==> src/adc_capture_pkg.sv <==
// Shared widths, depths and types for the ADC sample-capture path.
// Every RTL file pulls these in with a wildcard import in its module header.
// A buffer word carries one sample per ADC, ADC0 in the upper half.

package adc_capture_pkg;

	// one deserialized lane byte
	localparam int LANE_BITS = 8;

	// two lanes make one ADC sample
	localparam int SAMPLE_BITS = 2 * LANE_BITS;

	// ADCs captured side by side in one buffer word
	localparam int ADC_COUNT = 2;

	// capture buffer geometry
	localparam int BUF_ADDR_BITS = 10;
	localparam int BUF_DEPTH = 1 << BUF_ADDR_BITS;

	// flops in the capture enable synchronizer
	localparam int SYNC_STAGES = 3;

	typedef logic [LANE_BITS-1:0] lane_t;

	// rotation amount, 0 to LANE_BITS-1
	typedef logic [$clog2(LANE_BITS)-1:0] bitslip_t;

	typedef logic [SAMPLE_BITS-1:0] sample_t;

	typedef logic [ADC_COUNT*SAMPLE_BITS-1:0] buf_word_t;

	typedef logic [BUF_ADDR_BITS-1:0] buf_addr_t;

	// capture FSM
	typedef enum logic [1:0] {
		IDLE,
		FILL,
		DONE
	} capture_state_t;

endpackage

==> src/capture_sequencer.sv <==
// Capture control for one burst of BUF_DEPTH words.
// capture_enable is synchronized into data_clk_div, a rising edge starts
// a fill from address 0 and a falling edge returns to idle at any time.
// capture_busy is high while filling, capture_done once the burst is complete.

`timescale 1ns/1ps

module capture_sequencer
	import adc_capture_pkg::*;
(
	input  logic      data_clk_div,
	input  logic      rst_n,
	input  logic      capture_enable,
	output logic      wr_en,
	output buf_addr_t wr_addr,
	output logic      capture_busy,
	output logic      capture_done
);

	logic [SYNC_STAGES-1:0] en_sync;
	logic                   en_prev;
	logic                   en_rise;
	logic                   en_fall;
	capture_state_t         state;
	capture_state_t         state_nxt;

	// enable may be asynchronous to the sample clock
	always_ff @(posedge data_clk_div) begin
		if (!rst_n) begin
			en_sync <= '0;
			en_prev <= 1'b0;
		end else begin
			en_sync <= {en_sync[SYNC_STAGES-2:0], capture_enable};
			en_prev <= en_sync[SYNC_STAGES-1];
		end
	end

	assign en_rise = en_sync[SYNC_STAGES-1] & ~en_prev;
	assign en_fall = ~en_sync[SYNC_STAGES-1] & en_prev;

	always_comb begin
		state_nxt = state;
		unique case (state)
			IDLE: begin
				if (en_rise) begin
					state_nxt = FILL;
				end
			end
			FILL: begin
				if (en_fall) begin
					state_nxt = IDLE;
				end else if (wr_addr == buf_addr_t'(BUF_DEPTH - 1)) begin
					state_nxt = DONE;
				end
			end
			DONE: begin
				if (en_fall) begin
					state_nxt = IDLE;
				end
			end
			default: begin
				state_nxt = IDLE;
			end
		endcase
	end

	always_ff @(posedge data_clk_div) begin
		if (!rst_n) begin
			state        <= IDLE;
			wr_en        <= 1'b0;
			wr_addr      <= '0;
			capture_done <= 1'b0;
		end else begin
			state        <= state_nxt;
			wr_en        <= (state_nxt == FILL);
			capture_done <= (state_nxt == DONE);
			// address restarts at 0 on every entry into FILL
			if (state == FILL && state_nxt == FILL) begin
				wr_addr <= wr_addr + 1'b1;
			end else begin
				wr_addr <= '0;
			end
		end
	end

	assign capture_busy = (state == FILL);

	a_wr_in_fill: assert property (@(posedge data_clk_div) disable iff (!rst_n)
		wr_en |-> state == FILL);

	// consecutive writes must land on consecutive addresses
	a_addr_step: assert property (@(posedge data_clk_div) disable iff (!rst_n)
		(wr_en && $past(wr_en)) |-> wr_addr == buf_addr_t'($past(wr_addr) + 1'b1));

	a_busy_done: assert property (@(posedge data_clk_div) disable iff (!rst_n)
		!(capture_busy && capture_done));

endmodule

==> config.mk <==
export PLATFORM = sky130hd
export DESIGN_NAME = capture_sequencer
export DESIGN_NICKNAME = d
export VERILOG_FILES = /design/src/adc_capture_pkg.sv /design/src/capture_sequencer.sv
export SDC_FILE = /design/constraint.sdc
export NUM_CORES = 1
export LEC_CHECK = 0
export BUFFER_PORTS_ARGS = -buffer_cell sky130_fd_sc_hd__buf_2
export CAP_MARGIN = 15
export CORE_AREA = 2 2 39 41
export CTS_BUF_LIST = sky130_fd_sc_hd__clkbuf_8
export DETAILED_ROUTE_END_ITERATION = 10
export DIE_AREA = 0 0 41 43
export PLACE_DENSITY = 0.84
export SLEW_MARGIN = 15
export SYNTH_ARGS = -nofsm -noshare
export SYNTH_HDL_FRONTEND = slang
export SYNTH_SLANG_ARGS = --single-unit
export TNS_END_PERCENT = 50
==> constraint.sdc <==
create_clock -name data_clk_div -period 4.2 [get_ports data_clk_div]
set_input_delay 0.21 -clock data_clk_div [delete_from_list [all_inputs] [get_ports data_clk_div]]
set_output_delay 0.21 -clock data_clk_div [all_outputs]
set_load 0.02 [all_outputs]
* Word-level counts from Yosys, hierarchy flattened
Cells that the tools add are included.
** Storage, ports and cells
- Flip-flop bits (word level) :: 18
- Bits in latches :: 0
- Memory bits (writable) :: 0
- ROM bits :: 0
- Input port bits :: 3
- Output and inout port bits :: 13
- Word-level logic and storage cells :: 24
- Memories :: 0
** Operators by class
- Add/sub/neg operators :: 1
- $mul :: 0
- Divide/modulo/power cells :: 0
- Order comparisons :: 0
- Equal/unequal tests :: 5
- Shifts and indexed selects :: 0
- Muxes and demuxes :: 5
- Bitwise logic cells :: 4
- Reduce and logical (&&, ||, !) cells :: 3
** Operator list (number)
- adder 10 x 1 -> 10 bit (second input constant) :: 1
- equality test 10 bit (second input constant) :: 1
- 2-to-1 mux 2 bit :: 4
- one-hot mux 2 bit (3 select lines) :: 1
- equality test 2 x 1 -> 1 bit (second input constant) :: 2
- equality test 2 bit (second input constant) :: 2
- AND 1 bit :: 2
- logical NOT 2 bit :: 1
- NOT 1 bit :: 2
- AND reduction 2 bit :: 1
- logical AND 1 bit :: 1

* Logic depth before layout (Yosys ltp)
- Word-level depth :: 7
- Gate-level depth with buffers :: 5
- Gate-level depth less buffers :: 5

* Least setup slack after synthesis
OpenSTA, ideal clock, no wires.
- Kind :: reg2reg
- From :: register wr_addr[0]
- To :: register wr_addr[0]
- Setup time :: 0.128 ns
- Arrival :: 1.360 ns
- Required time :: 4.072 ns
- Slack :: 2.712 ns
- Stages on the path, launching flop included :: 6
- Buffers on the path :: 0
- Period minus slack after synthesis :: 1.488 ns
- Cell sequence :: dfxtp_1 -> ha_1 -> and4_4 -> and4_4 -> or2_1 -> nor2_1
** Between the ends
- Word-level cells in the longest chain between the ends :: 7
- Elaborated cells on any way between the ends :: 8
- Classes of those cells :: add/sub (1); eq/ne (2); mux (3); reduce/logical (2)
** Ends and longest elaborated chain
- start, declared :: RTL line capture_sequencer.sv:15 : output buf_addr_t wr_addr,
- start signal, assigned :: RTL line capture_sequencer.sv:79 : wr_addr <= wr_addr + 1'b1;
- equality test 10 bit :: RTL line capture_sequencer.sv:52 : end else if (wr_addr == buf_addr_t'(BUF_DEPTH - 1)) begin
- 2-to-1 mux 2 bit :: RTL line capture_sequencer.sv:52
- 2-to-1 mux 2 bit :: RTL line capture_sequencer.sv:50 : if (en_fall) begin
- one-hot mux 2 bit (3 select lines) :: RTL line capture_sequencer.sv:43 : unique case (state)
- equality test 2 x 1 -> 1 bit :: RTL line capture_sequencer.sv:78 : if (state == FILL && state_nxt == FILL) begin
- logical AND 1 bit :: RTL line capture_sequencer.sv:78
- AND reduction 2 bit (no source line)
Parallel ways exist; a longest one is shown, timed or not.
A chain may end at the register's enable or synchronous reset.

* Worst setup path after layout
- From :: register wr_addr[0]
- To :: register state[0]
** Between the ends
- Word-level cells in the longest chain between the ends :: 4
** Ends and longest elaborated chain
- equality test 10 bit :: RTL line capture_sequencer.sv:52
- 2-to-1 mux 2 bit :: RTL line capture_sequencer.sv:52
- 2-to-1 mux 2 bit :: RTL line capture_sequencer.sv:50
- one-hot mux 2 bit (3 select lines) :: RTL line capture_sequencer.sv:43
- end signal, assigned :: RTL line capture_sequencer.sv:74 : state <= state_nxt;
- end, declared :: RTL line capture_sequencer.sv:24 : capture_state_t state;
No other way between the ends.

==> summary.md <==
| Metric | Value |
|---|---|
| Syn nets | `between 70 and 80` |
| Via count | `536` |
| Placed instance area | `776 um2` |
| Pwr/cell area | `between 300 and 400 mW/mm2` |
| Worst vdd rail ir drop | `roughly 0.00033 V` |
| M2 GR Usage | `about 22%` |
| Top Usage Layer GRT | `met2` |
| Final Hold Fails | `0` |
| Global-route wire length before repair | `about 1900 um` |
| Share of cells above drive strength 1 | `26.1%` |
| Seq/Total Area, Yosys | `a little over half` |
| Clock Latency Late Sink | `0.25 ns` |
| Initial drt markers | `3` |
| CP cell instances | `ha_1 > and4_4 > and4_4 > a2111oi_0` |
| RSZ-0062 raised after global routing | `no` |
| # diodes | `0` |
| Worst Setup End Kind | `flip-flop` |
| Slew HR | `between 70 and 80%` |
| # Post-CTS Setup Buffers | `0` |
| Most used cell, CP | `and4_4` |
| Setup TNS | `0 ns` |
| GRT met3 Usage | `under 10%` |
| Synth Flop Type | `dfxtp_1` |
| Total CTS buffers | `3` |
| Worst Tran Pin Value | `about 0.42 ns` |
| WL final | `around 1100 um` |
| Startpoint types | `flip-flop` |
| CP required | `around 4.3 ns` |
| Port Buffer Count | `15` |
| # DRC | `0` |
| Core box area | `between 0.001 and 0.0015 mm2` |
| Switching Power | `between 0.06 and 0.07 mW` |
| Post-CTS Resized | `0` |
| I/O Pins | `16` |
| Met1 GRT Util | `between 20% and 30%` |
| Sequential fraction of design power | `a little over half` |
| Sw frac | `roughly a fifth` |
| Pins Over Slew Limit | `0` |
| Avg Cell Area, Syn | `9.86 um2` |
| DR pass1 iterations | `2` |
| Synth Register Bits | `18` |
| Die X-Extent | `41 um` |
| Synthesized cell area | `681 um2` |
| Post-route cell area | `approximately 830 um2` |
| Util after Layout | `60.0%` |
| Pleak | `0.351 nW` |
| Initial antenna violation count | `0` |
| CTS root buf | `clkbuf_8` |
| Setup CP Type | `flip-flop to flip-flop` |
| Maximum fanout along the worst path | `6` |
| Post-synth EDFFs | `0` |
| Global placer's final weighted congestion | `0.720` |
| Post-DP HPWL | `854 um` |
| Outcome | `finished, final reports clean` |
| Hold crit path type | `input pin to flip-flop` |
| Largest net degree at the start of global routing | `11` |
| Number of global-route vias before repair | `between 400 and 500` |
| Routed len/inst | `11.0 um` |
| Synth cell types | `23` |
| Worst-path clk slew | `around 0.07 ns` |
| Ratio of final minimum period to clock period | `a little under two fifths` |
| Final nets | `93` |
| Deepest clock path buffer count | `2` |
| Int Power | `about 0.26 mW` |
| Combinational power share | `2.2%` |
| Worst Path Arrival | `1.68 ns` |
| FP Rows | `14` |
| Async S/R FF share, synth | `0%` |
| Final setup vio count | `0` |
| Die Y | `~43 um` |
| CTS tree | `built` |
| Clock power frac | `~43%` |
| Initial Util | `between 40% and 50%` |
| Fmax achieved | `~640 MHz` |
| Cts hold-fix bufs | `0` |
| Post-layout min period | `between 1.5 and 2 ns` |
| Grt ovf | `0` |
| WP buf/inv | `0` |
| Max Cap Viol | `0` |
| Die area | `~0.0018 mm2` |
| Post-route ant nets | `0` |
| CTS H-tree depth | `1` |
| Via density | `5.15` |
| Setup Skew | `0.00138 ns` |
| CP top delay family | `compound AO/OA/AOI/OAI gates` |
| Slack of the critical path | `2.63 ns` |
| Setup WS pre-CTS | `between 2 and 3 ns` |
| Yosys warnings | `0` |
| CP max-delay cell | `a2111oi_0` |
| GRT Total Usage | `16.1%` |
| P&R area growth vs syn | `22.1%` |
| Syn Inst Count | `69` |
| Clock sinks | `18` |
| Slowest stage delay, CP | `roughly 0.45 ns` |
-- registers in the layout, summed over array words and instances, names as in the netlist --
| register | cells |
|---|---|
| capture_done | 1 |
| en_prev | 1 |
| en_sync | 3 |
| state | 2 |
| wr_addr | 10 |
| wr_en | 1 |
-- per-stage QoR --
stage | hold slack [ns] | total power, mW | std cells
finish | 0.165 | 0.319 | 104
global route | 0.170 | 0.331 | 104
CTS | 0.165 | 0.323 | 104
detailed placement | 0.424 | 0.185 | 100
global placement | 0.416 | 0.185 | 100
floorplan | 0.332 | 0.182 | 69
-- kinds of logic after synthesis --
family / synth area share [%]
simple gates: 26.3
flops: 52.9
compound gates: 10.1
xor+xnor: 7.72
buf+inv: 1.10
fa+ha+maj: 1.84
-- final timing paths --
| path | from | endpoint | slack [ns] | depth (start not counted) |
|---|---|---|---|---|
| worst max-delay path | wr_addr[0] | state[0] | 2.63 | 4 |
| worst min-delay path | capture_enable | en_sync[0] | 0.16 | 2 |
| worst max register to register | wr_addr[0] | state[0] | 2.63 | 4 |
| worst min register to register | en_sync[1] | en_sync[2] | 0.44 | 1 |
-- placed cells by master, fill, tap and decap left out --
master     instances
a2111oi_0          2
a21oi_1            4
a311oi_1           1
and2_1             4
and2b_1            1
and3_1             1
and3_4             1
and4_1             1
and4_4             2
buf_2             15
clkbuf_8           4
dfxtp_1           18
ha_1               1
inv_1              2
nand2_1            3
nand3_1            4
nand4_1            1
nor2_1            11
nor2b_1            1
o211ai_2           1
o21ai_0            2
or2_1              1
or3_1              1
xnor2_1            2
xor2_1             4
-- metal layers --
layer	wire length, um	vias to the layer above
met5	0	-
met1	515	241
met2	554	10
met4	30	0
li1	-	281
met3	39	4
-- final cells by class --
type	count	area (um2)
clock buffer	4	55.1
tap	16	20.0
timing repair buffer	15	75.1
inverter	2	7.51
multi-input combinational	49	313
sequential	18	360
fill	124	553
-- cells in the mapped netlist, types with 2 or more instances --
| master | count | area share (%) |
|---|---|---|
| and4_4 | 2 | 3.3 |
| inv_1 | 2 | 1.1 |
| nand3_1 | 4 | 2.9 |
| dfxtp_1 | 18 | 53 |
| a2111oi_0 | 2 | 2.6 |
| a21oi_1 | 4 | 2.9 |
| o21ai_0 | 2 | 1.5 |
| and2_1 | 4 | 3.7 |
| nand2_1 | 3 | 1.7 |
| xnor2_1 | 2 | 2.6 |
| nor2_1 | 11 | 6.1 |
| xor2_1 | 4 | 5.1 |
-- power by group through the flow --
stage / Sequential (mW) / Combinational [mW] / Clock [mW]
finish: 0.174 / 0.00714 / 0.138
global route: 0.174 / 0.00801 / 0.149
CTS: 0.174 / 0.00732 / 0.141
detailed placement: 0.178 / 0.00724 / 0
global placement: 0.178 / 0.00703 / 0
floorplan: 0.178 / 0.00366 / 0
Power figures use the tool's default switching activity.
