`src/adc_capture_pkg.sv`:
```
// Shared widths, depths and types for the ADC sample-capture path.
// Every RTL file pulls these in with a wildcard import in its module header.
// A buffer word carries one sample per ADC, ADC0 in the upper half.

package adc_capture_pkg;

	// one deserialized lane byte
	localparam int LANE_BITS = 8;

	// two lanes make one ADC sample
	localparam int SAMPLE_BITS = 2 * LANE_BITS;

	// ADCs captured side by side in one buffer word
	localparam int ADC_COUNT = 2;

	// capture buffer geometry
	localparam int BUF_ADDR_BITS = 10;
	localparam int BUF_DEPTH = 1 << BUF_ADDR_BITS;

	// flops in the capture enable synchronizer
	localparam int SYNC_STAGES = 3;

	typedef logic [LANE_BITS-1:0] lane_t;

	// rotation amount, 0 to LANE_BITS-1
	typedef logic [$clog2(LANE_BITS)-1:0] bitslip_t;

	typedef logic [SAMPLE_BITS-1:0] sample_t;

	typedef logic [ADC_COUNT*SAMPLE_BITS-1:0] buf_word_t;

	typedef logic [BUF_ADDR_BITS-1:0] buf_addr_t;

	// capture FSM
	typedef enum logic [1:0] {
		IDLE,
		FILL,
		DONE
	} capture_state_t;

endpackage

```
`src/lane_decoder.sv`:
```
// Bit alignment and sample assembly for the four deserialized ADC lanes.
// Each lane is rotated left by the shared bitslip amount, lane pairs are
// joined into 16-bit samples and the whole word is registered once.
// sample_word follows the lanes by exactly one data_clk_div cycle.

`timescale 1ns/1ps

module lane_decoder
	import adc_capture_pkg::*;
(
	input  logic      data_clk_div,
	input  logic      rst_n,
	input  lane_t     lane0,
	input  lane_t     lane1,
	input  lane_t     lane2,
	input  lane_t     lane3,
	input  bitslip_t  bitslip,
	output buf_word_t sample_word
);

	// rotate left, bits leaving the top come back at the bottom
	function automatic lane_t rotl(input lane_t b, input bitslip_t n);
		logic [2*LANE_BITS-1:0] d;
		d = {b, b} << n;
		return d[2*LANE_BITS-1 -: LANE_BITS];
	endfunction

	lane_t     lanes [2*ADC_COUNT];
	sample_t   adc_sample [ADC_COUNT];
	buf_word_t word_nxt;

	assign lanes[0] = lane0;
	assign lanes[1] = lane1;
	assign lanes[2] = lane2;
	assign lanes[3] = lane3;

	// even lane is the high byte of its sample
	always_comb begin
		for (int i = 0; i < ADC_COUNT; i++) begin
			adc_sample[i] = {rotl(lanes[2*i], bitslip), rotl(lanes[2*i+1], bitslip)};
		end
	end

	// adc0 goes to the upper half
	always_comb begin
		word_nxt = '0;
		for (int i = 0; i < ADC_COUNT; i++) begin
			word_nxt[(ADC_COUNT-1-i)*SAMPLE_BITS +: SAMPLE_BITS] = adc_sample[i];
		end
	end

	always_ff @(posedge data_clk_div) begin
		if (!rst_n) begin
			sample_word <= '0;
		end else begin
			sample_word <= word_nxt;
		end
	end

endmodule

```
`config.mk`:
```
export PLATFORM = sky130hd
export DESIGN_NAME = lane_decoder
export DESIGN_NICKNAME = d
export VERILOG_FILES = /design/src/adc_capture_pkg.sv /design/src/lane_decoder.sv
export SDC_FILE = /design/constraint.sdc
export NUM_CORES = 1
export LEC_CHECK = 0
export ABC_CLOCK_PERIOD_IN_PS = 1500
export BUFFER_PORTS_ARGS = -buffer_cell sky130_fd_sc_hd__buf_2
export CAP_MARGIN = 40
export CORE_AREA = 5 5 57 85
export CTS_CLUSTER_SIZE = 16
export DETAILED_ROUTE_END_ITERATION = 8
export DIE_AREA = 0 0 62 90
export GPL_TIMING_DRIVEN = 0
export PLACE_DENSITY_LB_ADDON = 0.3
export SKIP_LAST_GASP = 1
export SYNTH_ARGS = -nofsm -noshare
export SYNTH_HDL_FRONTEND = slang
export SYNTH_SLANG_ARGS = --single-unit
```
`constraint.sdc`:
```
create_clock -name data_clk_div -period 1.5 [get_ports data_clk_div]
set_clock_uncertainty 0.15 [all_clocks]
set_input_delay 0.15 -clock data_clk_div [delete_from_list [all_inputs] [get_ports data_clk_div]]
set_output_delay 0.15 -clock data_clk_div [all_outputs]
set_load 0.03 [all_outputs]
```
======== Word-level counts from Yosys, hierarchy flattened ========
Index checks and enable logic that the tools add are counted.
operators by class
  shift operators ......................... 4
operators with widths
  cell                         number
  << shifter 16 x 3 -> 16 bit  4
word-level totals
  word-level logic and storage cells ...... 5
  register bits ........................... 32
  input bits .............................. 37

======== Longest topological paths before layout ========
Gate-level depths: netlist of run 1.
  depth after elaboration ................. 1
  mapped depth ............................ 5
  mapped depth without buffers ............ 3

======== Worst setup path after synthesis of run 1 ========
No wires, ideal clock.
  kind .................................... input -> register
  start point ............................. in bitslip[2]
  end point ............................... reg sample_word[12]
  data arrival time ....................... 1,072 ps
  buffers on the path ..................... 2
  setup slack ............................. 161 ps
  stages .................................. 5
  data required time ...................... 1,234 ps
  cells stage by stage .................... buf_6 -> buf_6 -> mux2i_1 -> mux2i_1 -> o211a_1
between the ends
  longest elaborated chain between the ends .. 1
ends and longest elaborated chain
  item                         RTL line            text
  start: declaration           lane_decoder.sv:17  input bitslip_t bitslip,
  << shifter 16 x 3 -> 16 bit  lane_decoder.sv:24  d = {b, b} << n;
  end signal: assignment       lane_decoder.sv:56  sample_word <= word_nxt;
  end: declaration             lane_decoder.sv:18  output buf_word_t sample_word
Every way passes these cells.
A chain may end at the register's enable or synchronous reset.

======== Worst setup path after layout of run 1 ========
  start point ............................. in bitslip[0]
  end point ............................... reg sample_word[18]
The elaborated chain is that of the path after synthesis.

==> results of run 1 <==
-- cell type report --
class,instances,area (um^2),area share (%)
tap,46,57.6,2.41
buffer,18,115,4.82
timing repair buffer,67,335,14.0
clock buffer,8,90.1,3.77
multi-input combinational,136,1150,48.0
inverter,1,3.75,0.157
sequential,32,641,26.8
-- cell families after synthesis --
group	synth area share (%)
and+or+nand+nor	8.93
AOI/OAI and AO/OA	27.3
muxes	23.9
buffers and inverters	6.24
DFF	33.6
-- worst min-delay path, cell delays in order --
cell and delay, ns:
buf_2 0.13, o21ai_0 0.09, a221oi_2 0.05
-- routing by layer --
layer  up-vias  track usage, %  wire (um)
met5         -               0          0
met2       105            36.6       2970
met1       911            25.0       2250
met3        18            4.30        477
li1        888               -          -
met4         0            11.2        173
-- power by group --
group          internal, W  switching [W]
Sequential        0.000930      0.0000154
Clock             0.000374       0.000307
Combinational     0.000275       0.000461
Total              0.00158       0.000783
-- metrics by stage --
stage | cell area, um^2 | setup slack [ns] | power, W
2_1_floorplan | 1910 | 0.161 | 0.00147
3_3_place_gp | 2300 | -0.135 | 0.00168
3_5_place_dp | 2300 | -0.131 | 0.00169
4_1_cts | 2390 | 0.163 | 0.00236
5_1_grt | 2390 | 0.0158 | 0.00247
6_report | 2390 | 0.0822 | 0.00236
-- cell usage after synthesis, drive strengths merged --
library cell / count / area, um^2
a21oi: 4 / 20.0
a221oi: 4 / 60.1
a22oi: 36 / 270
a2bb2oi: 4 / 35.0
and2: 1 / 6.26
and3: 20 / 125
buf: 10 / 83.8
clkbuf: 8 / 31.3
dfxtp: 32 / 641
inv: 1 / 3.75
mux2: 12 / 135
mux2i: 32 / 320
nand2: 1 / 3.75
nand2b: 2 / 12.5
nor2: 1 / 3.75
nor2b: 2 / 12.5
o211a: 4 / 40.0
o21ai: 4 / 20.0
o221ai: 4 / 35.0
o2bb2a: 4 / 40.0
or2: 1 / 6.26
-- worst max path at each step --
| stage | startpoint | end | slack, ns | cells past startpoint |
|---|---|---|---|---|
| 2_1_floorplan | bitslip[2] | sample_word[12] | 0.16 | 5 |
| 3_3_place_gp | bitslip[0] | sample_word[18] | -0.14 | 5 |
| 3_5_place_dp | bitslip[0] | sample_word[18] | -0.13 | 5 |
| 4_1_cts | bitslip[0] | sample_word[18] | 0.16 | 5 |
| 5_1_grt | bitslip[0] | sample_word[18] | 0.02 | 5 |
| 6_report | bitslip[0] | sample_word[18] | 0.08 | 5 |
==> results.cfg, run 1 <==
[status]
status = complete, no violations

[worst_hold_path]
hold_path_class = input pin to flip-flop
hp-start = rst_n
hold_path_depth = 3
holdPathEnd = sample_word[15]

[sta]
tightestPinTransition_ns = 0.582
holdWs_ns = 0.0327
hold_viol = 0
min_period_ns = 1.42
final-setup-viol-count = 0
rsz0062_at_grt = false
fmax_mhz = 705
maxSlewHeadroom_pct = 61.1
final.period_utilization_pct = 94.5
fin_setup_tns_ns = 0
final_max_slew_viol_count = 0

[floorplanning]
initial_core_util_pct = 46.9
rows = 29
core_mm2 = 0.00406
die_w_um = 62
die_h_um = 90
ioPinCount = 69
die-area_mm2 = 0.00558

[flow_run]
maxCapViolations = 0

[setup_path]
cp_num_buf_inv = 2
critPathArrivalTime_ns = 1.44
crit_family = simple AND/OR/NAND/NOR gates
crit_path_top_delay_cell = nor2_1
crit_type = input pin to flip-flop
critPathMaxStageDelay_ns = 0.47
path_cells = buf_2 -> nor2_1 -> buf_2 -> a22oi_1 -> and3_1
cpMostUsedCell = buf_2
worstSetupStartpointType = input pin
crit_fanout = 10
required_ns = 1.53
cp-end-kind = flip-flop

[final_layout]
nFillCells = 394
finalCoreUtilization_pct = 58.8
final_cell_mix = buf_2 (73), a22oi_1 (36), mux2i_1 (32), dfxtp_1 (32), and3_1 (20)
instances_no_fill = 308
syn_to_final_growth_pct = 25.3
drive_above_1_share_pct = 38.2
final_common_cell = buf_2
largest_reg_flops = 32
reg_top3 = sample_word (32)
nets = 298
largest_register = sample_word
diodes = 0

[routing]
drt.antenna.violating_nets = 0
routed_wl_um = 5870
wl_per_cell_um = 19.1
viasPerCell = 6.24
drt_iter0_drc = 122
drc = 0
vias = 1922
drt_pre_antenna_iters = 4

[clock_network]
cts.path.max_buffers = 2
postCtsSetupRepairBufs = 0
cts_hold_buffers = 0
cts.clk_slew.worst_paths_ns = 0.06
cts_tree = built
cts-buffers-inserted = 5
cts_resized = 0
root_buffer = clkbuf_8
htreeDepth = 2
clock_sinks = 32

[synth]
synth-seq-cells = 32
ys_warn_count = 0
netlist_area_mm2 = 0.00191
netlist_instances = 187
ys_seq_area_share_pct = 33.6
syn_nets = 224
ys_types = 24
syn-mean-instance-area_um2 = 10.2

[global_routing]
grt_pass1_wl_um = 9430
first_global_vias = 1983
grt_max_degree = 11
antenna_found_initial = 0
grt_overflow = 0
grt_usage_pct = 21.9

[placement]
routabilityCongestion = 0.924
dp_hpwl_um = 4360
placed_cells = 300
port_buffers = 67

[pwr]
peakVddDrop_mv = 0.615
powerDensity_mw_per_mm2 = 988
leakagePower_nw = 1.18
Note: power is estimated with default switching activity, not from simulation.
==> inputs of run 2 (changes only) <==
- ABC_AREA: not set -> 1
- CORE_AREA: 5 5 57 85 -> 5 5 59 87
- DIE_AREA: 0 0 62 90 -> 0 0 64 92
==> results.cfg, run 2 <==
[global_routing]
grt_pass1_wl_um = 9480
antenna_found_initial = 0
grt_max_degree = 11
grt_usage_pct = 19.1
grt_overflow = 0
first_global_vias = 2211

[synth]
synth_edf_count = 0
synth_top_flop_cell = dfxtp_1
synth_commonest_cells = nand2_1 (192), nor2_1 (64), nand3_1 (48)
netlist_instances = 375
synth-seq-cells = 32
synth_most_common_cell = nand2_1
synth_top_area_share_pct = 34.9
netlist_area_mm2 = 0.00206
syn_nets = 412
synth_area_leaders = nand2_1 (35%), dfxtp_1 (31%), nand3_1 (12%), nor2_1 (12%), buf_2 (3.4%)
ys_warn_count = 0
ys_types = 12
ys_seq_area_share_pct = 31.0
syn-mean-instance-area_um2 = 5.50
netlist.top_cell.by_area = nand2_1
ys_async_sr_fraction_pct = 0

[routing]
drt_iter0_drc = 93
vias = 2405
viasPerCell = 4.86
routed_wl_um = 5510
drc = 0
wl_per_cell_um = 11.1
drt_pre_antenna_iters = 4
drt.antenna.violating_nets = 0

[setup_path]
required_ns = 1.55
worstSetupStartpointType = input pin
cp-end-kind = flip-flop
crit_fanout = 10
crit_type = input pin to flip-flop
worstSetupStartpoint = rst_n
critPathArrivalTime_ns = 1.22

[sta]
holdWs_ns = 0.0455
final-setup-viol-count = 0
tightestPinTransition_ns = 0.427
fin_setup_tns_ns = 0
fmax_mhz = 855
min_period_ns = 1.17
final.period_utilization_pct = 77.9
hold_viol = 0
maxSlewHeadroom_pct = 71.5
final_max_slew_viol_count = 0
rsz0062_at_grt = false

[clock_network]
cts.path.max_buffers = 2
cts_hold_buffers = 1
htreeDepth = 2
cts-buffers-inserted = 5
cts_resized = 0
cts_tree = built
postCtsSetupRepairBufs = 0
clock_sinks = 32
cts.clk_slew.worst_paths_ns = 0.07
root_buffer = clkbuf_8

[floorplanning]
die-area_mm2 = 0.00589
core_mm2 = 0.00425
ioPinCount = 69
die_w_um = 64
rows = 29
initial_core_util_pct = 48.6
die_h_um = 92

[placement]
dp_hpwl_um = 4520
routabilityCongestion = 0.901
port_buffers = 65

[worst_hold_path]
holdPathEnd = sample_word[27]
hp-start = bitslip[2]
hold_path_class = input pin to flip-flop
hold_path_depth = 4

[final_layout]
multi_input_area_mm2 = 0.00120
nFillCells = 444
drive_above_1_share_pct = 21.4
nets = 485
largest_reg_flops = 32
final_cell_mix = nand2_1 (192), buf_2 (79), nor2_1 (64), nand3_1 (48), dfxtp_1 (32)
regArea_um2 = 641
reg_top3 = sample_word (32)
syn_to_final_growth_pct = 24.3
final_common_cell = nand2_1
diodes = 0
largest_register = sample_word

[pwr]
powerDensity_mw_per_mm2 = 958
peakVddDrop_mv = 1.11
leakagePower_nw = 1.58

[flow_run]
maxCapViolations = 0

[status]
status = complete, no violations
-- run 2: cell count changes in the layout (fill, tap and decap cells not counted), sizes merged, moves of 20 or more --
cell,before,now
nand3,0,48
and3,20,0
a22oi,36,0
mux2i,32,0
nor2,1,64
nand2,1,192
-- run 2: layer usage --
layer | part of all wire (%) | GRT usage [%]
met5 | 0 | 0
met4 | 1.2 | 7.28
met3 | 6.7 | 3.42
met2 | 48 | 31.3
met1 | 44 | 24.7
-- run 2: layout make-up --
class	instances	share of cell area [%]
multi-input combinational	304	46.9
clock inverter	2	1.37
timing repair buffer	66	13.1
tap	46	2.24
buffer	24	6.25
inverter	15	2.39
clock buffer	6	2.83
sequential	32	25.0
-- run 2: worst max path at each step --
stage / endpoint / slack (ns) / cells past startpoint
floorplan: sample_word[12] / 0.44 / 8
global placement: sample_word[12] / 0.27 / 8
detailed placement: sample_word[12] / 0.28 / 8
CTS: sample_word[20] / 0.34 / 5
global route: sample_word[17] / 0.26 / 5
finish: sample_word[20] / 0.33 / 5
-- run 2: per-stage QoR --
stage | area, um^2 | instances | utilization [%] | power (W) | setup slack [ns]
floorplan | 2060 | 375 | - | 0.00149 | 0.435
global placement | 2450 | 486 | 57.6 | 0.00169 | 0.269
detailed placement | 2450 | 486 | 57.6 | 0.00170 | 0.280
CTS | 2560 | 495 | 60.4 | 0.00248 | 0.343
global route | 2560 | 495 | 60.4 | 0.00262 | 0.263
finish | 2560 | 495 | 60.4 | 0.00246 | 0.331
-- run 2: cells by family (layout without fill, tap and decap cells) --
group / after synthesis / after routing / share of synthesized area [%]
buf+inv: 39 / 113 / 10.7
flops: 32 / 32 / 31.0
simple gates: 304 / 304 / 58.2
-- run 2: report_power, final --
| group | leakage, nW | switching, W | internal, W |
|---|---|---|---|
| Sequential | 0.267 | 0.0000137 | 0.000924 |
| Clock | 0.0552 | 0.000283 | 0.000492 |
| Combinational | 1.25 | 0.000500 | 0.000243 |
| Total | 1.58 | 0.000797 | 0.00166 |
-- run 2: worst max-delay path, cell delays in order --
cell           delay (ns)
dlygate4sd3_1        0.52
buf_2                0.15
buf_2                0.22
nand2_1              0.08
nor2_1               0.10
